File: src/common/strm_ep_macros.svh
// Fixed widths, register map and CHDR packet type codes
// for the stream endpoint
`ifndef STRM_EP_MACROS_SVH
`define STRM_EP_MACROS_SVH

// Bus and field widths
`define STRM_EP_CHDR_W      64
`define STRM_EP_EPID_W      16
`define STRM_EP_CREDIT_W    16
`define STRM_EP_THROTTLE_W  16
`define STRM_EP_CFG_ADDR_W  8

// Configuration register map
`define STRM_EP_REG_EPID_SELF           8'h00
`define STRM_EP_REG_RESET_AND_FLUSH     8'h04
`define STRM_EP_REG_OSTRM_DST_EPID      8'h0C
`define STRM_EP_REG_OSTRM_CAP_PKTS      8'h28
`define STRM_EP_REG_OSTRM_CREDITS       8'h2C
`define STRM_EP_REG_OSTRM_ROUTE_ERR_CNT 8'h34
`define STRM_EP_REG_OSTRM_THROTTLE      8'h3C

// CHDR packet type codes
`define STRM_EP_PKT_MGMT    3'd0
`define STRM_EP_PKT_STRS    3'd1
`define STRM_EP_PKT_STRC    3'd2
`define STRM_EP_PKT_CTRL    3'd4
`define STRM_EP_PKT_DATA    3'd6
`define STRM_EP_PKT_DATA_TS 3'd7

`endif

File: src/common/strm_ep_pkg.sv
// Types shared by the stream endpoint blocks
`include "strm_ep_macros.svh"

package strm_ep_pkg;

  typedef enum logic [2:0] {
    MGMT    = `STRM_EP_PKT_MGMT,
    STRS    = `STRM_EP_PKT_STRS,
    STRC    = `STRM_EP_PKT_STRC,
    CTRL    = `STRM_EP_PKT_CTRL,
    DATA    = `STRM_EP_PKT_DATA,
    DATA_TS = `STRM_EP_PKT_DATA_TS
  } pkt_type_e;

  typedef enum logic [1:0] {
    WAIT_CREDIT,
    HEADER,
    PAYLOAD,
    GAP
  } egress_state_e;

  // CHDR header word, most significant field first
  typedef struct packed {
    logic [5:0]                 vc;
    logic                       eob;
    logic                       eov;
    pkt_type_e                  pkt_type;
    logic [4:0]                 num_mdata;
    logic [15:0]                seq_num;
    logic [15:0]                length;
    logic [`STRM_EP_EPID_W-1:0] dst_epid;
  } chdr_hdr_t;

  typedef struct packed {
    logic [`STRM_EP_CHDR_W-1:0] tdata;
    logic                       tlast;
    logic                       tvalid;
  } chdr_beat_t;

  typedef struct packed {
    logic                          wr;
    logic                          rd;
    logic [`STRM_EP_CFG_ADDR_W-1:0] addr;
    logic [31:0]                   data;
  } cfg_req_t;

  typedef struct packed {
    logic        ack;
    logic [31:0] data;
  } cfg_resp_t;

  typedef struct packed {
    logic [`STRM_EP_EPID_W-1:0]     dst_epid;
    logic [`STRM_EP_THROTTLE_W-1:0] throttle;
    logic                           flush;
  } ostrm_cfg_t;

  typedef struct packed {
    logic                         valid;
    logic [`STRM_EP_CREDIT_W-1:0] count;
  } credit_ret_t;

endpackage

File: src/hw/strm_ep_regs.sv
// Stream endpoint configuration registers with single-cycle
// request/response access and the route error counter
`timescale 1ns/1ps
`include "strm_ep_macros.svh"

module strm_ep_regs (
  input  logic                         rfnoc_chdr_clk,
  input  logic                         rfnoc_chdr_rst,
  input  strm_ep_pkg::cfg_req_t        i_cfg_req,
  output strm_ep_pkg::cfg_resp_t       o_cfg_resp,
  input  logic [`STRM_EP_CREDIT_W-1:0] i_credits,
  input  logic                         i_route_err_stb,
  output logic [`STRM_EP_EPID_W-1:0]   o_epid_self,
  output strm_ep_pkg::ostrm_cfg_t      o_ostrm_cfg,
  output strm_ep_pkg::credit_ret_t     o_cap_load
);

  logic [`STRM_EP_EPID_W-1:0]     epid_self;
  logic [`STRM_EP_EPID_W-1:0]     dst_epid;
  logic [`STRM_EP_CREDIT_W-1:0]   cap_pkts;
  logic [`STRM_EP_THROTTLE_W-1:0] throttle;
  logic                           flush_stb;
  logic [31:0]                    route_err_cnt;
  logic [31:0]                    rd_data;
  logic                           resp_ack;
  logic [31:0]                    resp_data;

  // ------------------------------------------------------------
  // Read decode
  // ------------------------------------------------------------
  always_comb begin
    case (i_cfg_req.addr)
      `STRM_EP_REG_EPID_SELF:           rd_data = 32'(epid_self);
      `STRM_EP_REG_OSTRM_DST_EPID:      rd_data = 32'(dst_epid);
      `STRM_EP_REG_OSTRM_CAP_PKTS:      rd_data = 32'(cap_pkts);
      `STRM_EP_REG_OSTRM_CREDITS:       rd_data = 32'(i_credits);
      `STRM_EP_REG_OSTRM_ROUTE_ERR_CNT: rd_data = route_err_cnt;
      `STRM_EP_REG_OSTRM_THROTTLE:      rd_data = 32'(throttle);
      default:                          rd_data = 32'h0;
    endcase
  end

  // ------------------------------------------------------------
  // Register writes and response
  // ------------------------------------------------------------
  always_ff @(posedge rfnoc_chdr_clk) begin
    if (rfnoc_chdr_rst) begin
      epid_self     <= '0;
      dst_epid      <= '0;
      cap_pkts      <= '0;
      throttle      <= '0;
      flush_stb     <= 1'b0;
      route_err_cnt <= '0;
      resp_ack      <= 1'b0;
      resp_data     <= '0;
    end else begin
      // Every access completes in one cycle
      resp_ack  <= i_cfg_req.wr | i_cfg_req.rd;
      resp_data <= i_cfg_req.rd ? rd_data : 32'h0;
      // Flush is a one-cycle strobe
      flush_stb <= i_cfg_req.wr && (i_cfg_req.addr == `STRM_EP_REG_RESET_AND_FLUSH) &&
                   i_cfg_req.data[0];
      if (i_cfg_req.wr) begin
        case (i_cfg_req.addr)
          `STRM_EP_REG_EPID_SELF:      epid_self <= i_cfg_req.data[`STRM_EP_EPID_W-1:0];
          `STRM_EP_REG_OSTRM_DST_EPID: dst_epid  <= i_cfg_req.data[`STRM_EP_EPID_W-1:0];
          `STRM_EP_REG_OSTRM_CAP_PKTS: cap_pkts  <= i_cfg_req.data[`STRM_EP_CREDIT_W-1:0];
          `STRM_EP_REG_OSTRM_THROTTLE: throttle  <= i_cfg_req.data[`STRM_EP_THROTTLE_W-1:0];
          default: ;
        endcase
      end
      if (i_route_err_stb) begin
        route_err_cnt <= route_err_cnt + 32'd1;
      end
    end
  end

  // Capacity write also reloads the credit counter
  assign o_cap_load.valid = i_cfg_req.wr && (i_cfg_req.addr == `STRM_EP_REG_OSTRM_CAP_PKTS);
  assign o_cap_load.count = i_cfg_req.data[`STRM_EP_CREDIT_W-1:0];

  assign o_ostrm_cfg.dst_epid = dst_epid;
  assign o_ostrm_cfg.throttle = throttle;
  assign o_ostrm_cfg.flush    = flush_stb;

  assign o_epid_self     = epid_self;
  assign o_cfg_resp.ack  = resp_ack;
  assign o_cfg_resp.data = resp_data;

endmodule

File: src/hw/ingress/ingress_classifier.sv
// Ingress header classifier: forwards local data packets to the block,
// drops the rest and extracts returned credits from stream status
`timescale 1ns/1ps
`include "strm_ep_macros.svh"

module ingress_classifier (
  input  logic                       rfnoc_chdr_clk,
  input  logic                       rfnoc_chdr_rst,
  input  strm_ep_pkg::chdr_beat_t    i_xbar_in,
  output logic                       o_xbar_in_ready,
  output strm_ep_pkg::chdr_beat_t    o_blk_out,
  input  logic                       i_blk_out_ready,
  input  logic [`STRM_EP_EPID_W-1:0] i_epid_self,
  output strm_ep_pkg::credit_ret_t   o_credit_ret,
  output logic                       o_route_err_stb
);

  typedef enum logic [1:0] {
    DISP_FWD,
    DISP_DROP,
    DISP_ROUTE_ERR,
    DISP_CREDIT
  } disp_e;

  strm_ep_pkg::chdr_hdr_t       hdr;
  disp_e                        disp_hdr;
  disp_e                        disp_q;
  disp_e                        disp_cur;
  logic                         in_hdr;
  logic                         strs_second;
  logic                         xfer;
  logic [`STRM_EP_CHDR_W-1:0]   out_data;
  logic                         out_last;
  logic                         out_valid;
  logic                         cr_valid;
  logic [`STRM_EP_CREDIT_W-1:0] cr_count;

  assign hdr = strm_ep_pkg::chdr_hdr_t'(i_xbar_in.tdata);

  always_comb begin
    case (hdr.pkt_type)
      strm_ep_pkg::DATA, strm_ep_pkg::DATA_TS:
        disp_hdr = (hdr.dst_epid == i_epid_self) ? DISP_FWD : DISP_ROUTE_ERR;
      strm_ep_pkg::STRS:
        disp_hdr = DISP_CREDIT;
      default:
        disp_hdr = DISP_DROP;
    endcase
  end

  // Header beats decide for themselves and later beats follow the header
  assign disp_cur = in_hdr ? disp_hdr : disp_q;

  // Only forwarded beats can stall on the output register
  assign o_xbar_in_ready = (disp_cur != DISP_FWD) || !out_valid || i_blk_out_ready;
  assign xfer            = i_xbar_in.tvalid && o_xbar_in_ready;

  always_ff @(posedge rfnoc_chdr_clk) begin
    if (rfnoc_chdr_rst) begin
      in_hdr          <= 1'b1;
      disp_q          <= DISP_DROP;
      strs_second     <= 1'b0;
      out_valid       <= 1'b0;
      cr_valid        <= 1'b0;
      o_route_err_stb <= 1'b0;
    end else begin
      o_route_err_stb <= xfer && in_hdr && (disp_hdr == DISP_ROUTE_ERR);
      cr_valid        <= xfer && !in_hdr && strs_second;
      if (xfer) begin
        in_hdr      <= i_xbar_in.tlast;
        strs_second <= in_hdr && (disp_hdr == DISP_CREDIT);
        if (in_hdr) begin
          disp_q <= disp_hdr;
        end
      end
      if (xfer && (disp_cur == DISP_FWD)) begin
        out_valid <= 1'b1;
      end else if (i_blk_out_ready) begin
        out_valid <= 1'b0;
      end
    end
  end

  always_ff @(posedge rfnoc_chdr_clk) begin
    if (xfer && (disp_cur == DISP_FWD)) begin
      out_data <= i_xbar_in.tdata;
      out_last <= i_xbar_in.tlast;
    end
    // Credit count sits in the low bits of the second status beat
    if (xfer && !in_hdr && strs_second) begin
      cr_count <= i_xbar_in.tdata[`STRM_EP_CREDIT_W-1:0];
    end
  end

  assign o_blk_out.tdata    = out_data;
  assign o_blk_out.tlast    = out_last;
  assign o_blk_out.tvalid   = out_valid;
  assign o_credit_ret.valid = cr_valid;
  assign o_credit_ret.count = cr_count;

endmodule

File: src/hw/egress/credit_counter.sv
// Packet credit counter for the downstream buffer
`timescale 1ns/1ps
`include "strm_ep_macros.svh"

module credit_counter (
  input  logic                         rfnoc_chdr_clk,
  input  logic                         rfnoc_chdr_rst,
  input  strm_ep_pkg::credit_ret_t     i_cap_load,
  input  logic                         i_flush,
  input  strm_ep_pkg::credit_ret_t     i_credit_ret,
  input  logic                         i_credit_take,
  output logic [`STRM_EP_CREDIT_W-1:0] o_credits,
  output logic                         o_credits_avail
);

  logic [`STRM_EP_CREDIT_W-1:0] capacity;
  logic [`STRM_EP_CREDIT_W-1:0] credits;
  logic [`STRM_EP_CREDIT_W:0]   sum;
  logic [`STRM_EP_CREDIT_W:0]   next;

  // Return and take in the same cycle with a floor at zero
  always_comb begin
    sum  = {1'b0, credits} + (i_credit_ret.valid ? {1'b0, i_credit_ret.count} : '0);
    next = (i_credit_take && (sum != '0)) ? sum - 1'b1 : sum;
  end

  always_ff @(posedge rfnoc_chdr_clk) begin
    if (rfnoc_chdr_rst) begin
      capacity <= '0;
      credits  <= '0;
    end else if (i_cap_load.valid) begin
      capacity <= i_cap_load.count;
      credits  <= i_cap_load.count;
    end else if (i_flush) begin
      credits <= capacity;
    end else begin
      // Saturate at the top of the range
      credits <= next[`STRM_EP_CREDIT_W] ? '1 : next[`STRM_EP_CREDIT_W-1:0];
    end
  end

  assign o_credits       = credits;
  assign o_credits_avail = (credits != '0);

endmodule

File: src/hw/egress/egress_fsm.sv
// Egress packet FSM: waits for credits, rewrites the header and
// inserts the programmed idle gap after each packet
`timescale 1ns/1ps
`include "strm_ep_macros.svh"

module egress_fsm (
  input  logic                    rfnoc_chdr_clk,
  input  logic                    rfnoc_chdr_rst,
  input  strm_ep_pkg::chdr_beat_t i_blk_in,
  output logic                    o_blk_in_ready,
  output strm_ep_pkg::chdr_beat_t o_xbar_out,
  input  logic                    i_xbar_out_ready,
  input  strm_ep_pkg::ostrm_cfg_t i_ostrm_cfg,
  input  logic                    i_credits_avail,
  output logic                    o_credit_take
);

  strm_ep_pkg::egress_state_e     state;
  strm_ep_pkg::chdr_hdr_t         hdr;
  logic [15:0]                    seq_num;
  logic [`STRM_EP_THROTTLE_W-1:0] gap_cnt;
  logic                           xfer;
  logic                           pkt_done;

  // Header rewrite
  always_comb begin
    hdr          = strm_ep_pkg::chdr_hdr_t'(i_blk_in.tdata);
    hdr.dst_epid = i_ostrm_cfg.dst_epid;
    hdr.seq_num  = seq_num;
  end

  // ------------------------------------------------------------
  // Output and handshake per state
  // ------------------------------------------------------------
  always_comb begin
    o_xbar_out.tdata  = i_blk_in.tdata;
    o_xbar_out.tlast  = i_blk_in.tlast;
    o_xbar_out.tvalid = 1'b0;
    o_blk_in_ready    = 1'b0;
    case (state)
      strm_ep_pkg::HEADER: begin
        o_xbar_out.tdata  = hdr;
        o_xbar_out.tvalid = i_blk_in.tvalid;
        o_blk_in_ready    = i_xbar_out_ready;
      end
      strm_ep_pkg::PAYLOAD: begin
        o_xbar_out.tvalid = i_blk_in.tvalid;
        o_blk_in_ready    = i_xbar_out_ready;
      end
      default: ;
    endcase
  end

  assign xfer          = o_xbar_out.tvalid && i_xbar_out_ready;
  assign pkt_done      = xfer && i_blk_in.tlast;
  assign o_credit_take = xfer && (state == strm_ep_pkg::HEADER);

  // ------------------------------------------------------------
  // State and counters
  // ------------------------------------------------------------
  always_ff @(posedge rfnoc_chdr_clk) begin
    if (rfnoc_chdr_rst) begin
      state   <= strm_ep_pkg::WAIT_CREDIT;
      seq_num <= '0;
      gap_cnt <= '0;
    end else begin
      if (i_ostrm_cfg.flush) begin
        seq_num <= '0;
      end else if (o_credit_take) begin
        seq_num <= seq_num + 16'd1;
      end
      case (state)
        strm_ep_pkg::WAIT_CREDIT:
          if (i_credits_avail && i_blk_in.tvalid) state <= strm_ep_pkg::HEADER;
        strm_ep_pkg::HEADER:
          if (xfer) state <= strm_ep_pkg::PAYLOAD;
        strm_ep_pkg::GAP:
          if (gap_cnt == '0) begin
            state <= strm_ep_pkg::WAIT_CREDIT;
          end else begin
            gap_cnt <= gap_cnt - 1'b1;
          end
        default: ;
      endcase
      // The WAIT_CREDIT cycle counts as the last idle cycle of the gap
      if (pkt_done) begin
        if (i_ostrm_cfg.throttle > `STRM_EP_THROTTLE_W'(1)) begin
          state   <= strm_ep_pkg::GAP;
          gap_cnt <= i_ostrm_cfg.throttle - `STRM_EP_THROTTLE_W'(2);
        end else begin
          state <= strm_ep_pkg::WAIT_CREDIT;
        end
      end
    end
  end

endmodule

File: src/hw/strm_ep_top.sv
// Single-channel CHDR stream endpoint with register file,
// ingress classifier and credit-gated egress
`timescale 1ns/1ps
`include "strm_ep_macros.svh"

module strm_ep_top (
  input  logic                    rfnoc_chdr_clk,
  input  logic                    rfnoc_chdr_rst,
  // Configuration port
  input  strm_ep_pkg::cfg_req_t   i_cfg_req,
  output strm_ep_pkg::cfg_resp_t  o_cfg_resp,
  // Crossbar side
  input  strm_ep_pkg::chdr_beat_t i_xbar_in,
  output logic                    o_xbar_in_ready,
  output strm_ep_pkg::chdr_beat_t o_xbar_out,
  input  logic                    i_xbar_out_ready,
  // Block side
  input  strm_ep_pkg::chdr_beat_t i_blk_in,
  output logic                    o_blk_in_ready,
  output strm_ep_pkg::chdr_beat_t o_blk_out,
  input  logic                    i_blk_out_ready,
  output logic                    o_route_err_stb
);

  logic [`STRM_EP_EPID_W-1:0]   epid_self;
  logic [`STRM_EP_CREDIT_W-1:0] credits;
  logic                         credits_avail;
  logic                         credit_take;
  strm_ep_pkg::ostrm_cfg_t      ostrm_cfg;
  strm_ep_pkg::credit_ret_t     cap_load;
  strm_ep_pkg::credit_ret_t     credit_ret;

  strm_ep_regs regs_i (
    .rfnoc_chdr_clk  (rfnoc_chdr_clk),
    .rfnoc_chdr_rst  (rfnoc_chdr_rst),
    .i_cfg_req       (i_cfg_req),
    .o_cfg_resp      (o_cfg_resp),
    .i_credits       (credits),
    .i_route_err_stb (o_route_err_stb),
    .o_epid_self     (epid_self),
    .o_ostrm_cfg     (ostrm_cfg),
    .o_cap_load      (cap_load)
  );

  ingress_classifier ingress_i (
    .rfnoc_chdr_clk  (rfnoc_chdr_clk),
    .rfnoc_chdr_rst  (rfnoc_chdr_rst),
    .i_xbar_in       (i_xbar_in),
    .o_xbar_in_ready (o_xbar_in_ready),
    .o_blk_out       (o_blk_out),
    .i_blk_out_ready (i_blk_out_ready),
    .i_epid_self     (epid_self),
    .o_credit_ret    (credit_ret),
    .o_route_err_stb (o_route_err_stb)
  );

  egress_fsm egress_i (
    .rfnoc_chdr_clk   (rfnoc_chdr_clk),
    .rfnoc_chdr_rst   (rfnoc_chdr_rst),
    .i_blk_in         (i_blk_in),
    .o_blk_in_ready   (o_blk_in_ready),
    .o_xbar_out       (o_xbar_out),
    .i_xbar_out_ready (i_xbar_out_ready),
    .i_ostrm_cfg      (ostrm_cfg),
    .i_credits_avail  (credits_avail),
    .o_credit_take    (credit_take)
  );

  credit_counter credit_i (
    .rfnoc_chdr_clk  (rfnoc_chdr_clk),
    .rfnoc_chdr_rst  (rfnoc_chdr_rst),
    .i_cap_load      (cap_load),
    .i_flush         (ostrm_cfg.flush),
    .i_credit_ret    (credit_ret),
    .i_credit_take   (credit_take),
    .o_credits       (credits),
    .o_credits_avail (credits_avail)
  );

endmodule

File: config.mk
export PLATFORM = sky130hd
export DESIGN_NAME = strm_ep_top
export DESIGN_NICKNAME = d
export VERILOG_FILES = /design/src/common/strm_ep_pkg.sv /design/src/hw/strm_ep_regs.sv /design/src/hw/ingress/ingress_classifier.sv /design/src/hw/egress/credit_counter.sv /design/src/hw/egress/egress_fsm.sv /design/src/hw/strm_ep_top.sv
export VERILOG_INCLUDE_DIRS = /design/src /design/src/common
export SDC_FILE = /design/constraint.sdc
export NUM_CORES = 1
export LEC_CHECK = 0
export ABC_AREA = 1
export BUFFER_PORTS_ARGS = -buffer_cell sky130_fd_sc_hd__buf_2
export CAP_MARGIN = 40
export CELL_PAD_IN_SITES_DETAIL_PLACEMENT = 1
export CELL_PAD_IN_SITES_GLOBAL_PLACEMENT = 1
export CORE_UTILIZATION = 39
export DETAILED_ROUTE_END_ITERATION = 10
export GPL_TIMING_DRIVEN = 0
export PLACE_DENSITY = 0.79
export REMOVE_ABC_BUFFERS = 1
export SETUP_SLACK_MARGIN = 0.4
export SLEW_MARGIN = 20
export SYNTH_ARGS = -nofsm -noshare
export SYNTH_HDL_FRONTEND = slang
export SYNTH_SLANG_ARGS = --single-unit
File: constraint.sdc
create_clock -name rfnoc_chdr_clk -period 3.5 [get_ports rfnoc_chdr_clk]
set_input_delay 0.35 -clock rfnoc_chdr_clk [delete_from_list [all_inputs] [get_ports rfnoc_chdr_clk]]
set_output_delay 0.35 -clock rfnoc_chdr_clk [all_outputs]
set_load 0.05 [all_outputs]
# Word level (Yosys, flattened, before mapping)
# Index checks and enable logic that the tools add are counted.
classes:
  bitwise: 2
  n_reduce_logical: 37
  n_eq_ne: 18
  n_addsub: 6
  muxes: 24
  magnitude_cmp: 1
op_table:
  columns: ["op", "count"]
  rows:
  - ["$pmux 32 s6", 1]
  - ["$mux 16", 8]
  - ["$mux 48", 1]
  - ["$add 32x1->32 const B", 1]
  - ["$eq 8x6->1 const B", 4]
  - ["$add 16x17->17", 1]
  - ["$mux 17", 1]
  - ["$reduce_bool 17->1", 1]
  - ["$sub 17x1->17 const B", 1]
  - ["$add 16x1->16 const B", 1]
  - ["$eq 16x16->1", 1]
  - ["$gt 16x1->1 const B", 1]
  - ["$logic_not 16->1", 1]
  - ["$reduce_bool 16->1", 1]
  - ["$sub 16x1->16 const B", 1]
  - ["$sub 16x2->16 const B", 1]
  - ["$logic_and 1x1->1", 15]
  - ["$mux 2", 7]
  - ["$ne 3x1->1 const B", 3]
  - ["$eq 2x2->1 const B", 4]
  - ["$eq 8x3->1 const B", 1]
  - ["$eq 8x4->1 const B", 1]
  - ["$logic_not 8->1", 1]
  - ["$reduce_and 2->1", 4]
  - ["15 further kinds", 26]
word_totals:
  register_bits: 284
  input_bits: 178
  out_inout_bits: 168

# Depth between registers and ports, before layout
# Gate-level depths: netlist of the first run.
depth:
  ltp_word: 10
  mapped_depth: 26

# Modules after synthesis
# From an unflattened synthesis of the first run, not the netlist that was laid out.
hier_totals:
  hier_cells: 2218
  area_unflattened_um2: 15605.0
by_module_without_submodules:
  columns: ["mod", "n_inst", "area_per_inst_um2", "cells_each", "seq_area_each_um2"]
  rows:
  - ["strm_ep_regs", 1, 5964.5, 874, 2602.5]
  - ["credit_counter", 1, 3296.9, 567, 640.6]
  - ["egress_fsm", 1, 3205.6, 555, 680.7]
  - ["ingress_classifier", 1, 3138.0, 222, 2572.5]

# Worst setup path after synthesis of the first run
# OpenSTA, ideal clock, no wires.
synth_timing:
  kind: "input-to-reg"
  start: "input port i_xbar_in[12] in the netlist's numbering"
  end: "register ingress_i.out_data[0] (enable)"
  n_path_buf: 0
  t_arrival_ps: 3105
  stages: 14
  setup_time_ps: 419
  setup_slack_ps: -24
  path_cell_list: "xor2_1 > nor3b_1 > nand3_1 > nor2_1 > nand2_1 > nand3_1 > nand3_1 > o21ai_0 > and2_1 > nand2_1 > nand2_1 > inv_1 > nand2_1 > inv_1"
synth_via:
  elab_chain_len: 9
synth_rtl:
  columns: ["item", "line", "source"]
  rows:
  - ["start, declared", "strm_ep_top.sv:13", "input strm_ep_pkg::chdr_beat_t i_xbar_in,"]
  - ["$eq 16x16->1", "ingress_classifier.sv:43", "disp_hdr = (hdr.dst_epid == i_epid_self) ? DISP_FWD : DISP_ROUTE_ERR;"]
  - ["$mux 2", "ingress_classifier.sv:43", null]
  - ["$pmux 2 s2", "ingress_classifier.sv:41", "case (hdr.pkt_type)"]
  - ["$mux 2", "ingress_classifier.sv:52", "assign disp_cur = in_hdr ? disp_hdr : disp_q;"]
  - ["$reduce_bool 2->1", "ingress_classifier.sv:55", "assign o_xbar_in_ready = (disp_cur != DISP_FWD) || !out_valid || i_blk_out_ready;"]
  - ["$logic_or 1x1->1 (2 in a row)", "ingress_classifier.sv:55", null]
  - ["via o_xbar_in_ready", "strm_ep_top.sv:14", "output logic o_xbar_in_ready,"]
  - ["$logic_and 1x1->1", "ingress_classifier.sv:56", "assign xfer = i_xbar_in.tvalid && o_xbar_in_ready;"]
  - ["$logic_and 1x1->1", "ingress_classifier.sv:85", "if (xfer && (disp_cur == DISP_FWD)) begin"]
  - ["end signal, assigned", "ingress_classifier.sv:86", "out_data <= i_xbar_in.tdata;"]
  - ["end, declared", "ingress_classifier.sv:32", "logic [`STRM_EP_CHDR_W-1:0] out_data;"]
# The timed path passes the listed nets, and every way through them passes these cells.
# A chain may end at the register's enable or synchronous reset.

# Worst setup path in the final report of the first run
layout_timing:
  start: "register credit_i.credits[1], in the netlist credit_i.o_credits[1]"
  end: "register credit_i.credits[0], in the netlist credit_i.o_credits[0]"
layout_via:
  elab_chain_len: 7
layout_rtl:
  columns: ["item", "line", "source"]
  rows:
  - ["start, declared", "credit_counter.sv:17", "logic [`STRM_EP_CREDIT_W-1:0] credits;"]
  - ["start signal, assigned", "credit_counter.sv:33", "credits <= i_cap_load.count;"]
  - ["start signal, assigned", "credit_counter.sv:35", "credits <= capacity;"]
  - ["start signal, assigned", "credit_counter.sv:38", "credits <= next[`STRM_EP_CREDIT_W] ? '1 : next[`STRM_EP_CREDIT_W-1:0];"]
  - ["$add 16x17->17 *", "credit_counter.sv:23", "sum = {1'b0, credits} + (i_credit_ret.valid ? {1'b0, i_credit_ret.count} : '0);"]
  - ["parallel branches: the longest is 2 deep, another holds $sub 17x1->17", null, null]
  - ["$mux 17 *", "credit_counter.sv:24", "next = (i_credit_take && (sum != '0)) ? sum - 1'b1 : sum;"]
  - ["$mux 16 *", "credit_counter.sv:38", null]
  - ["$mux 16 *", "credit_counter.sv:34", "end else if (i_flush) begin"]
  - ["$mux 16 *", "credit_counter.sv:31", "end else if (i_cap_load.valid) begin"]
# Every way passes the cells marked *.

==> PnR_summary.wiki, run 1 <==
{| class="wikitable"
! Metric !! Value
|-
| Largest net degree at the start of global routing || 66
|-
| Crit Reg-Reg Endpoint || credit_i.o_credits[0]$_SDFF_PP0_
|-
| Clock tree from TritonCTS || built
|-
| Flops & latches, synth || roughly 270
|-
| Kind of start point of the critical path || register
|-
| Via/cell ratio || between 5 and 6
|-
| DP Area || roughly 15000 sq um
|-
| Initial antenna violation count || 3
|-
| Cell count after synthesis || between 1500 and 2000
|-
| Register-to-register setup slack || roughly 340 ps
|-
| Final slew viol count || 0
|-
| Leakage Power || about 7.6 nW
|-
| Post-detailed-route count of antenna-violating nets || 0
|-
| Number of distinct library cells after synthesis || 50
|-
| Worst min path class || in -> reg
|-
| Flip-flop count of the largest register after layout || 64
|-
| Synth Cell Area || ~13000 sq um
|-
| Area Growth Syn to Fin || 29.39%
|-
| Layout Cell Area excl Fill || 17390 sq um
|-
| Top reg by flops || ingress_i.out_data
|-
| Endpoints failing setup || 0
|-
| Ys flop type || sky130_fd_sc_hd__dfxtp_1
|-
| Util after Layout || about half
|-
| Result of the run || finished clean
|-
| CP endpoint kind || register
|-
| Final period demand of the worst path || 3158 ps
|-
| GRT Resource Usage Total || approximately 28%
|-
| Hold Fails Final Rpt || 0
|-
| Setup repair after global routing missed its margin || yes
|-
| Global-route wire length before repair || about 77000 um
|-
| Die Span X || ~190 um
|-
| Remaining design rule violation count || 0
|-
| Sink count of the clock tree || 268
|-
| Grt total ovfl || 0
|-
| Number of global-route vias before repair || ~14000
|-
| Leading registers by flop count || ingress_i.out_data (64), regs_i.resp_data (32), regs_i.route_err_cnt (32)
|-
| Most frequent cells in the layout || sky130_fd_sc_hd__nand2_1 (368), sky130_fd_sc_hd__buf_2 (263), sky130_fd_sc_hd__inv_1 (197), sky130_fd_sc_hd__dfxtp_1 (185), sky130_fd_sc_hd__nor2_1 (141)
|-
| Number of flops mapped to enable cells by yosys || 81
|-
| Number of cells traversed by the worst register-to-register path || 13
|-
| I/O pin count || around 350
|-
| Largest stage delay, worst path || around 630 ps
|-
| Post-route clock period utilization || 90.22%
|-
| Number of H-tree levels || 1
|-
| Origin of the worst min-delay path || rfnoc_chdr_rst
|-
| Number of buffers created by CTS || 30
|-
| Deepest clock path buffer count || 3
|-
| Arrival time reported for the critical path endpoint || approximately 3600 ps
|-
| 1st-iter DRT viols || 895
|-
| Synth warnings || 0
|-
| HPWL after detailed placement || ~36000 um
|-
| WL final || about 52000 um
|-
| Maximum vdd drop || 0.3931 mV
|-
| Pin slew with the least headroom to its limit || between 800 and 900 ps
|-
| Most common cell after layout, fill and taps aside || sky130_fd_sc_hd__nand2_1
|-
| Starting density of the core || approximately two fifths
|-
| Per-instance average area after synthesis || about 7.8 sq um
|-
| Register clock-pin slew on the reported worst setup and hold paths || about 60 ps
|-
| IO Port Bufs || roughly 270
|-
| Sequential share of the synthesized area || between 40% and 50%
|-
| Worst-Skew Late Latency || 570 ps
|-
| Cell chosen for the clock root || sky130_fd_sc_hd__clkbuf_16
|-
| Die ar. || around 35000 sq um
|-
| Worst setup path class || reg -> reg
|-
| Layout cell share with drive strength beyond 1 || 26.24%
|-
| Maximum Capacitance Violations || 0
|-
| Worst-path cell chain || inv_1, fa_2, ha_2, nand3_2, nor2_4, nand3_1, nor3_4, o211ai_1, nand2_1, nand3_4, buf_12, o21ai_1, a21oi_1
|-
| Hold worst-path end || regs_i.route_err_cnt[13]$_SDFFE_PP0P_
|-
| Vertical die dimension || roughly 190 um
|-
| First-pass iteration count of the detailed router || 7
|-
| CP Data Required Time || about 3900 ps
|-
| Cell Pwr Density || about 430 nW/um^2
|-
| Routed wire length per instance || about 21 um
|-
| Biggest fanout along the worst timing path || 6
|-
| Number of cells on the worst hold path || 2
|-
| Number of core rows || 67
|-
| Clock Skews || approximately 21 ps
|-
| Share of flip-flops with an asynchronous set or reset || 0%
|-
| Worst rel slew slack || roughly 42%
|-
| Area of the core || approximately 34000 sq um
|-
| Setup total negative slack || 0 ps
|-
| Final weighted congestion in routability-driven placement || roughly 0.93
|-
| NumNets Final || approximately 2200
|-
| Fmax || between 300 and 400 MHz
|-
| Total number of vias || roughly 14000
|-
| Critical register-to-register path startpoint || credit_i.o_credits[1]$_SDFF_PP0_
|-
| Slowest stage cell on the critical path || sky130_fd_sc_hd__fa_2
|}
==> per-layer routing <==
metal,track usage [%],up-vias,part of all wire (%)
li1,-,6303,-
met1,34.59,6551,41
met2,47.09,530,47
met3,6.551,128,7.7
met4,9.568,2,3.7
met5,2.885,-,0.23
==> worst max-delay path by stage <==
| stage | endpoint | startpoint | cells after the start | slack (ps) |
|---|---|---|---|---|
| CTS | credit_i.o_credits[15]$_SDFF_PP0_ | ingress_i.cr_valid$_SDFF_PP0_ | 24 | 400 |
| detailed placement | credit_i.o_credits[13]$_SDFF_PP0_ | ingress_i.cr_valid$_SDFF_PP0_ | 22 | -670 |
| floorplan | ingress_i.out_data[0]$_DFFE_PP_ | i_xbar_in[12] | 14 | -20 |
| global route | credit_i.o_credits[0]$_SDFF_PP0_ | ingress_i.cr_valid$_SDFF_PP0_ | 17 | 270 |
| finish | credit_i.o_credits[0]$_SDFF_PP0_ | credit_i.o_credits[1]$_SDFF_PP0_ | 13 | 340 |
| global placement | regs_i.resp_data[2]$_SDFF_PP0_ | rfnoc_chdr_rst | 4 | -1810 |
==> logic make-up (layout without fill, tap and decap cells) <==
kind of cell / Yosys count / count (layout) / synth area share [%]
compound gates: 307 / 307 / 13.20
simple gates: 785 / 789 / 25.80
flops: 268 / 268 / 45.95
fa+ha+maj: 27 / 27 / 2.569
other cells: 0 / 1 / 0
buf+inv: 305 / 627 / 9.876
xor+xnor: 40 / 40 / 2.606
==> worst max-delay path: cells and delay by family, from the launching register on <==
family / cells / cell delay (ps)
and+or+nand+nor: 6 / 900
DFF: 1 / 530
AOI/OAI and AO/OA: 3 / 400
adders and majority gates: 2 / 860
buffers and inverters: 2 / 320
==> Yosys cell counts (11+ instances only) <==
library cell | count | area, sq um
sky130_fd_sc_hd__nand2_1 | 404 | 1516
sky130_fd_sc_hd__dfxtp_1 | 187 | 3744
sky130_fd_sc_hd__nor3_1 | 55 | 275.3
sky130_fd_sc_hd__a21oi_2 | 11 | 96.34
sky130_fd_sc_hd__buf_4 | 38 | 285.3
sky130_fd_sc_hd__xor2_1 | 24 | 210.2
sky130_fd_sc_hd__nor2_2 | 11 | 68.82
sky130_fd_sc_hd__a31oi_1 | 18 | 112.6
sky130_fd_sc_hd__o21ai_0 | 117 | 585.6
sky130_fd_sc_hd__nand3_1 | 76 | 380.4
sky130_fd_sc_hd__nand4_1 | 23 | 143.9
sky130_fd_sc_hd__nor2_1 | 155 | 581.8
sky130_fd_sc_hd__nand3_2 | 15 | 150.1
sky130_fd_sc_hd__inv_1 | 207 | 777.0
sky130_fd_sc_hd__a21oi_1 | 98 | 490.5
sky130_fd_sc_hd__clkbuf_1 | 44 | 165.2
sky130_fd_sc_hd__nand2_2 | 12 | 75.07
sky130_fd_sc_hd__a221oi_1 | 16 | 140.1
sky130_fd_sc_hd__ha_1 | 26 | 325.3
sky130_fd_sc_hd__xnor2_1 | 16 | 140.1
sky130_fd_sc_hd__edfxtp_1 | 81 | 2432
==> stage by stage <==
stage / std cells / total power [W] / hold slack [ps] / worst slack, ps
6_report: 2507 / 0.007551 / 12.42 / 342.4
5_1_grt: 2506 / 0.007779 / 12.42 / 266.8
4_1_cts: 2477 / 0.007527 / 4.470 / 403.8
3_5_place_dp: 2363 / 0.004293 / 464.1 / -666.6
3_3_place_gp: 2356 / 0.004252 / 450.4 / -1811
2_1_floorplan: 1643 / 0.003950 / 412.4 / -24.35
==> area by class of cell <==
type / instances / area (sq um)
well taps: 448 / 560.5
multi-input cells: 1163 / 6509
flip-flops and latches: 268 / 6181
clock buffers: 36 / 813.3
repair buffers: 359 / 2328
diodes: 1 / 2.502
inverters: 216 / 820.8
clock inverters: 16 / 176.4
fillers: 4150 / 16310
==> report_power, final <==
part           internal, W  switching (W)  leakage (nW)  total [W]
sequential         0.00324      0.0000215          2.24    0.00326
clock              0.00187        0.00135         0.487    0.00321
combinational     0.000301       0.000778          4.84    0.00108
total              0.00541        0.00214          7.57    0.00755
==> repair_timing <==
| action | in CTS | in global routing |
|---|---|---|
| gates resized for setup | 40 | 93 |
| setup endpoints to repair | 25 | 82 |
| hold endpoints to repair | 51 | 0 |
| setup buffers | 10 | 23 |
| pin swaps | 6 | 38 |
| hold buffers | 49 | 0 |
| gates cloned | 3 | 3 |
Power figures use the tool's default switching activity.
==> run 2: changes to the inputs <==
CORE_MARGIN = 1.5   (was unset)
CORE_UTILIZATION = 40   (was 39)
CTS_BUF_LIST = sky130_fd_sc_hd__clkbuf_8   (was unset)
MAX_ROUTING_LAYER = met4   (was unset)
PLACE_DENSITY = 0.81   (was 0.79)
==> PnR_summary.wiki, run 2 (same netlist as run 1, synthesis figures left out) <==
{| class="wikitable"
! Metric !! Value
|-
| Result of the run || finished, violations left
|-
| Violated checks || hold timing
|-
| IO Port Bufs || roughly 270
|-
| Endpoints failing setup || 0
|-
| GRT Resource Usage Total || between 20 and 30%
|-
| Layout cell share with drive strength beyond 1 || 30.10%
|-
| Most common cell after layout, fill and taps aside || sky130_fd_sc_hd__nand2_1
|-
| Flip-flop count of the largest register after layout || 64
|-
| CP Data Required Time || between 4000 and 5000 ps
|-
| Number of H-tree levels || 2
|-
| Fmax || a little under 300 MHz
|-
| Deepest clock path buffer count || 3
|-
| Via/cell ratio || ~5.7
|-
| Kind of start point of the critical path || register
|-
| Worst-case setup slack after placement || -583.1 ps
|-
| Maximum vdd drop || approximately 0.35 mV
|-
| Post-route clock period utilization || between 90% and 100%
|-
| Arrival time reported for the critical path endpoint || about 4000 ps
|-
| Remaining design rule violation count || 0
|-
| M1 WL || approximately 22000 um
|-
| Util after Layout || 54.57%
|-
| Routed wire length per instance || 23.67 um
|-
| Top reg by flops || ingress_i.out_data
|-
| Worst-Skew Late Latency || around 610 ps
|-
| Worst-path cell chain || buf_6, clkbuf_16, nand2_2, inv_2, ha_4, nand2_4, nand2_2, nand2_2, nand2_1, nand2_2, nand3_1, nand2_1, nand2_2, nor2_2, nand2_2, nor2_4, buf_6, nand3_4, nand2_8, nand2_1, nand2_1, o21ai_2, a21oi_2
|-
| Initial antenna violation count || 6
|-
| Clock Skews || between 30 and 40 ps
|-
| Grt total ovfl || 0
|-
| Slowest stage cell on the critical path || sky130_fd_sc_hd__dfxtp_4
|-
| Number of global-route vias before repair || between 10000 and 15000
|-
| Minimum setup slack in the final design || just over 100 ps
|-
| Clock tree from TritonCTS || built
|-
| Worst setup path class || reg -> reg
|-
| Final slew viol count || 0
|-
| Global-route wire length before repair || ~79000 um
|-
| Setup repair after global routing missed its margin || no
|-
| Hold Fails Final Rpt || 1
|-
| Worst rel slew slack || about 38%
|-
| Worst path most repeated cell || sky130_fd_sc_hd__nand2_2
|-
| Post-detailed-route count of antenna-violating nets || 0
|-
| WL final || around 61000 um
|-
| CP endpoint kind || register
|-
| Starting density of the core || 41.00%
|-
| NumNets Final || 2273
|-
| Layout Cell Area excl Fill || 17890 sq um
|-
| Leading registers by flop count || ingress_i.out_data (64), regs_i.resp_data (32), regs_i.route_err_cnt (32)
|-
| Maximum Capacitance Violations || 0
|-
| Top layer in use || met4
|-
| Cell Pwr Density || 430.8 nW/um^2
|-
| Vertical die dimension || between 150 and 200 um
|-
| Biggest fanout along the worst timing path || 7
|-
| Number of instances in the placed design || around 2400
|-
| Number of buffers created by CTS || 47
|-
| Final period demand of the worst path || about 3400 ps
|-
| Count of placed standard cells in the final layout, fillers left out || 2556
|-
| Total number of vias || about 15000
|-
| Die ar. || approximately 35000 sq um
|-
| Count of fill cells added during filler insertion || approximately 4100
|-
| Worst min path class || in -> reg
|-
| Largest net degree at the start of global routing || just under 80
|-
| First-pass iteration count of the detailed router || 5
|-
| I/O pin count || ~350
|-
| HPWL after detailed placement || 36170 um
|-
| Area of the core || about 33000 sq um
|-
| DP Area || around 15000 sq um
|-
| Tightest hold margin || -5.378 ps
|-
| Leakage Power || 7.890 nW
|-
| Most frequent cells in the layout || sky130_fd_sc_hd__nand2_1 (332), sky130_fd_sc_hd__buf_2 (263), sky130_fd_sc_hd__inv_1 (194), sky130_fd_sc_hd__dfxtp_1 (184), sky130_fd_sc_hd__nor2_1 (141)
|-
| Area Growth Syn to Fin || 33.09%
|-
| Final weighted congestion in routability-driven placement || 0.9193
|-
| Number of core rows || 66
|-
| Largest stage delay, worst path || 350 ps
|-
| Die Span X || 186.3 um
|-
| 1st-iter DRT viols || approximately 1100
|-
| Cell chosen for the clock root || sky130_fd_sc_hd__clkbuf_8
|-
| Sequential standard cell area || between 6000 and 7000 sq um
|-
| Total length of routed met3 wires || 5999 um
|-
| Sink count of the clock tree || about 270
|-
| Register clock-pin slew on the reported worst setup and hold paths || ~70 ps
|-
| Pin slew with the least headroom to its limit || just over 900 ps
|-
| Length of routed met2 wiring || just under 30000 um
|-
| Combined area of the multi-input logic cells || a little under 7000 sq um
|}
[run 2: stage by stage]
stage          power [W]  setup TNS [ps]
3_3_place_gp    0.004243         -123010
6_report        0.007707               0
3_5_place_dp    0.004286           -9311
2_1_floorplan   0.003950           -1584
5_1_grt         0.007918               0
4_1_cts         0.007568               0
[run 2: area by class of cell]
| cell class | instances | area share, % |
|---|---|---|
| inverters | 216 | 4.602 |
| multi-input cells | 1163 | 38.02 |
| repair buffers | 372 | 13.58 |
| clock inverters | 19 | 0.8113 |
| well taps | 442 | 3.091 |
| diodes | 8 | 0.1119 |
| flip-flops and latches | 268 | 34.56 |
| clock buffers | 68 | 5.231 |
[run 2: power by group]
| group | leakage [nW] | total [W] | switching, W | internal [W] |
|---|---|---|---|---|
| clock network | 0.605 | 0.00335 | 0.00148 | 0.00187 |
| logic | 5.04 | 0.00110 | 0.000793 | 0.000304 |
| registers | 2.24 | 0.00326 | 0.0000239 | 0.00324 |
[run 2: repair_timing]
action | CTS | global route
hold buffers | 54 | 0
setup endpoints to repair | 22 | 81
gates resized for setup | 38 | 185
setup buffers | 8 | 35
gates cloned | 2 | 4
hold endpoints to repair | 60 | 0
pin swaps | 5 | 68
[run 2: worst paths after layout]
kind	from	end	slack, ps	cells past startpoint
worst max register to register	ingress_i.cr_valid$_SDFF_PP0_	credit_i.o_credits[9]$_SDFF_PP0_	100	23
worst min-delay path	i_xbar_in[10]	ingress_i.cr_count[8]$_DFFE_PP_	-5	1
worst min register to register	regs_i.route_err_cnt[31]$_SDFFE_PP0P_	regs_i.resp_data[31]$_SDFF_PP0_	470	2
worst max-delay path	ingress_i.cr_valid$_SDFF_PP0_	credit_i.o_credits[9]$_SDFF_PP0_	100	23
[run 2: metal layers]
| metal | vias up | global-route usage, % |
|---|---|---|
| met5 | - | - |
| met4 | 0 | 13.10 |
| met3 | 275 | 9.159 |
| met2 | 777 | 48.72 |
| met1 | 7114 | 33.21 |
| li1 | 6395 | - |
[run 2: worst max-delay path, delay by kind of cell, from the launching register on]
kind                     cells  cell delay, ps
AND/OR/NAND/NOR             16            2020
buffers and inverters        4             480
flip-flops                   1             350
adder cells (fa/ha/maj)      1             300
AO/OA/AOI/OAI                2             190
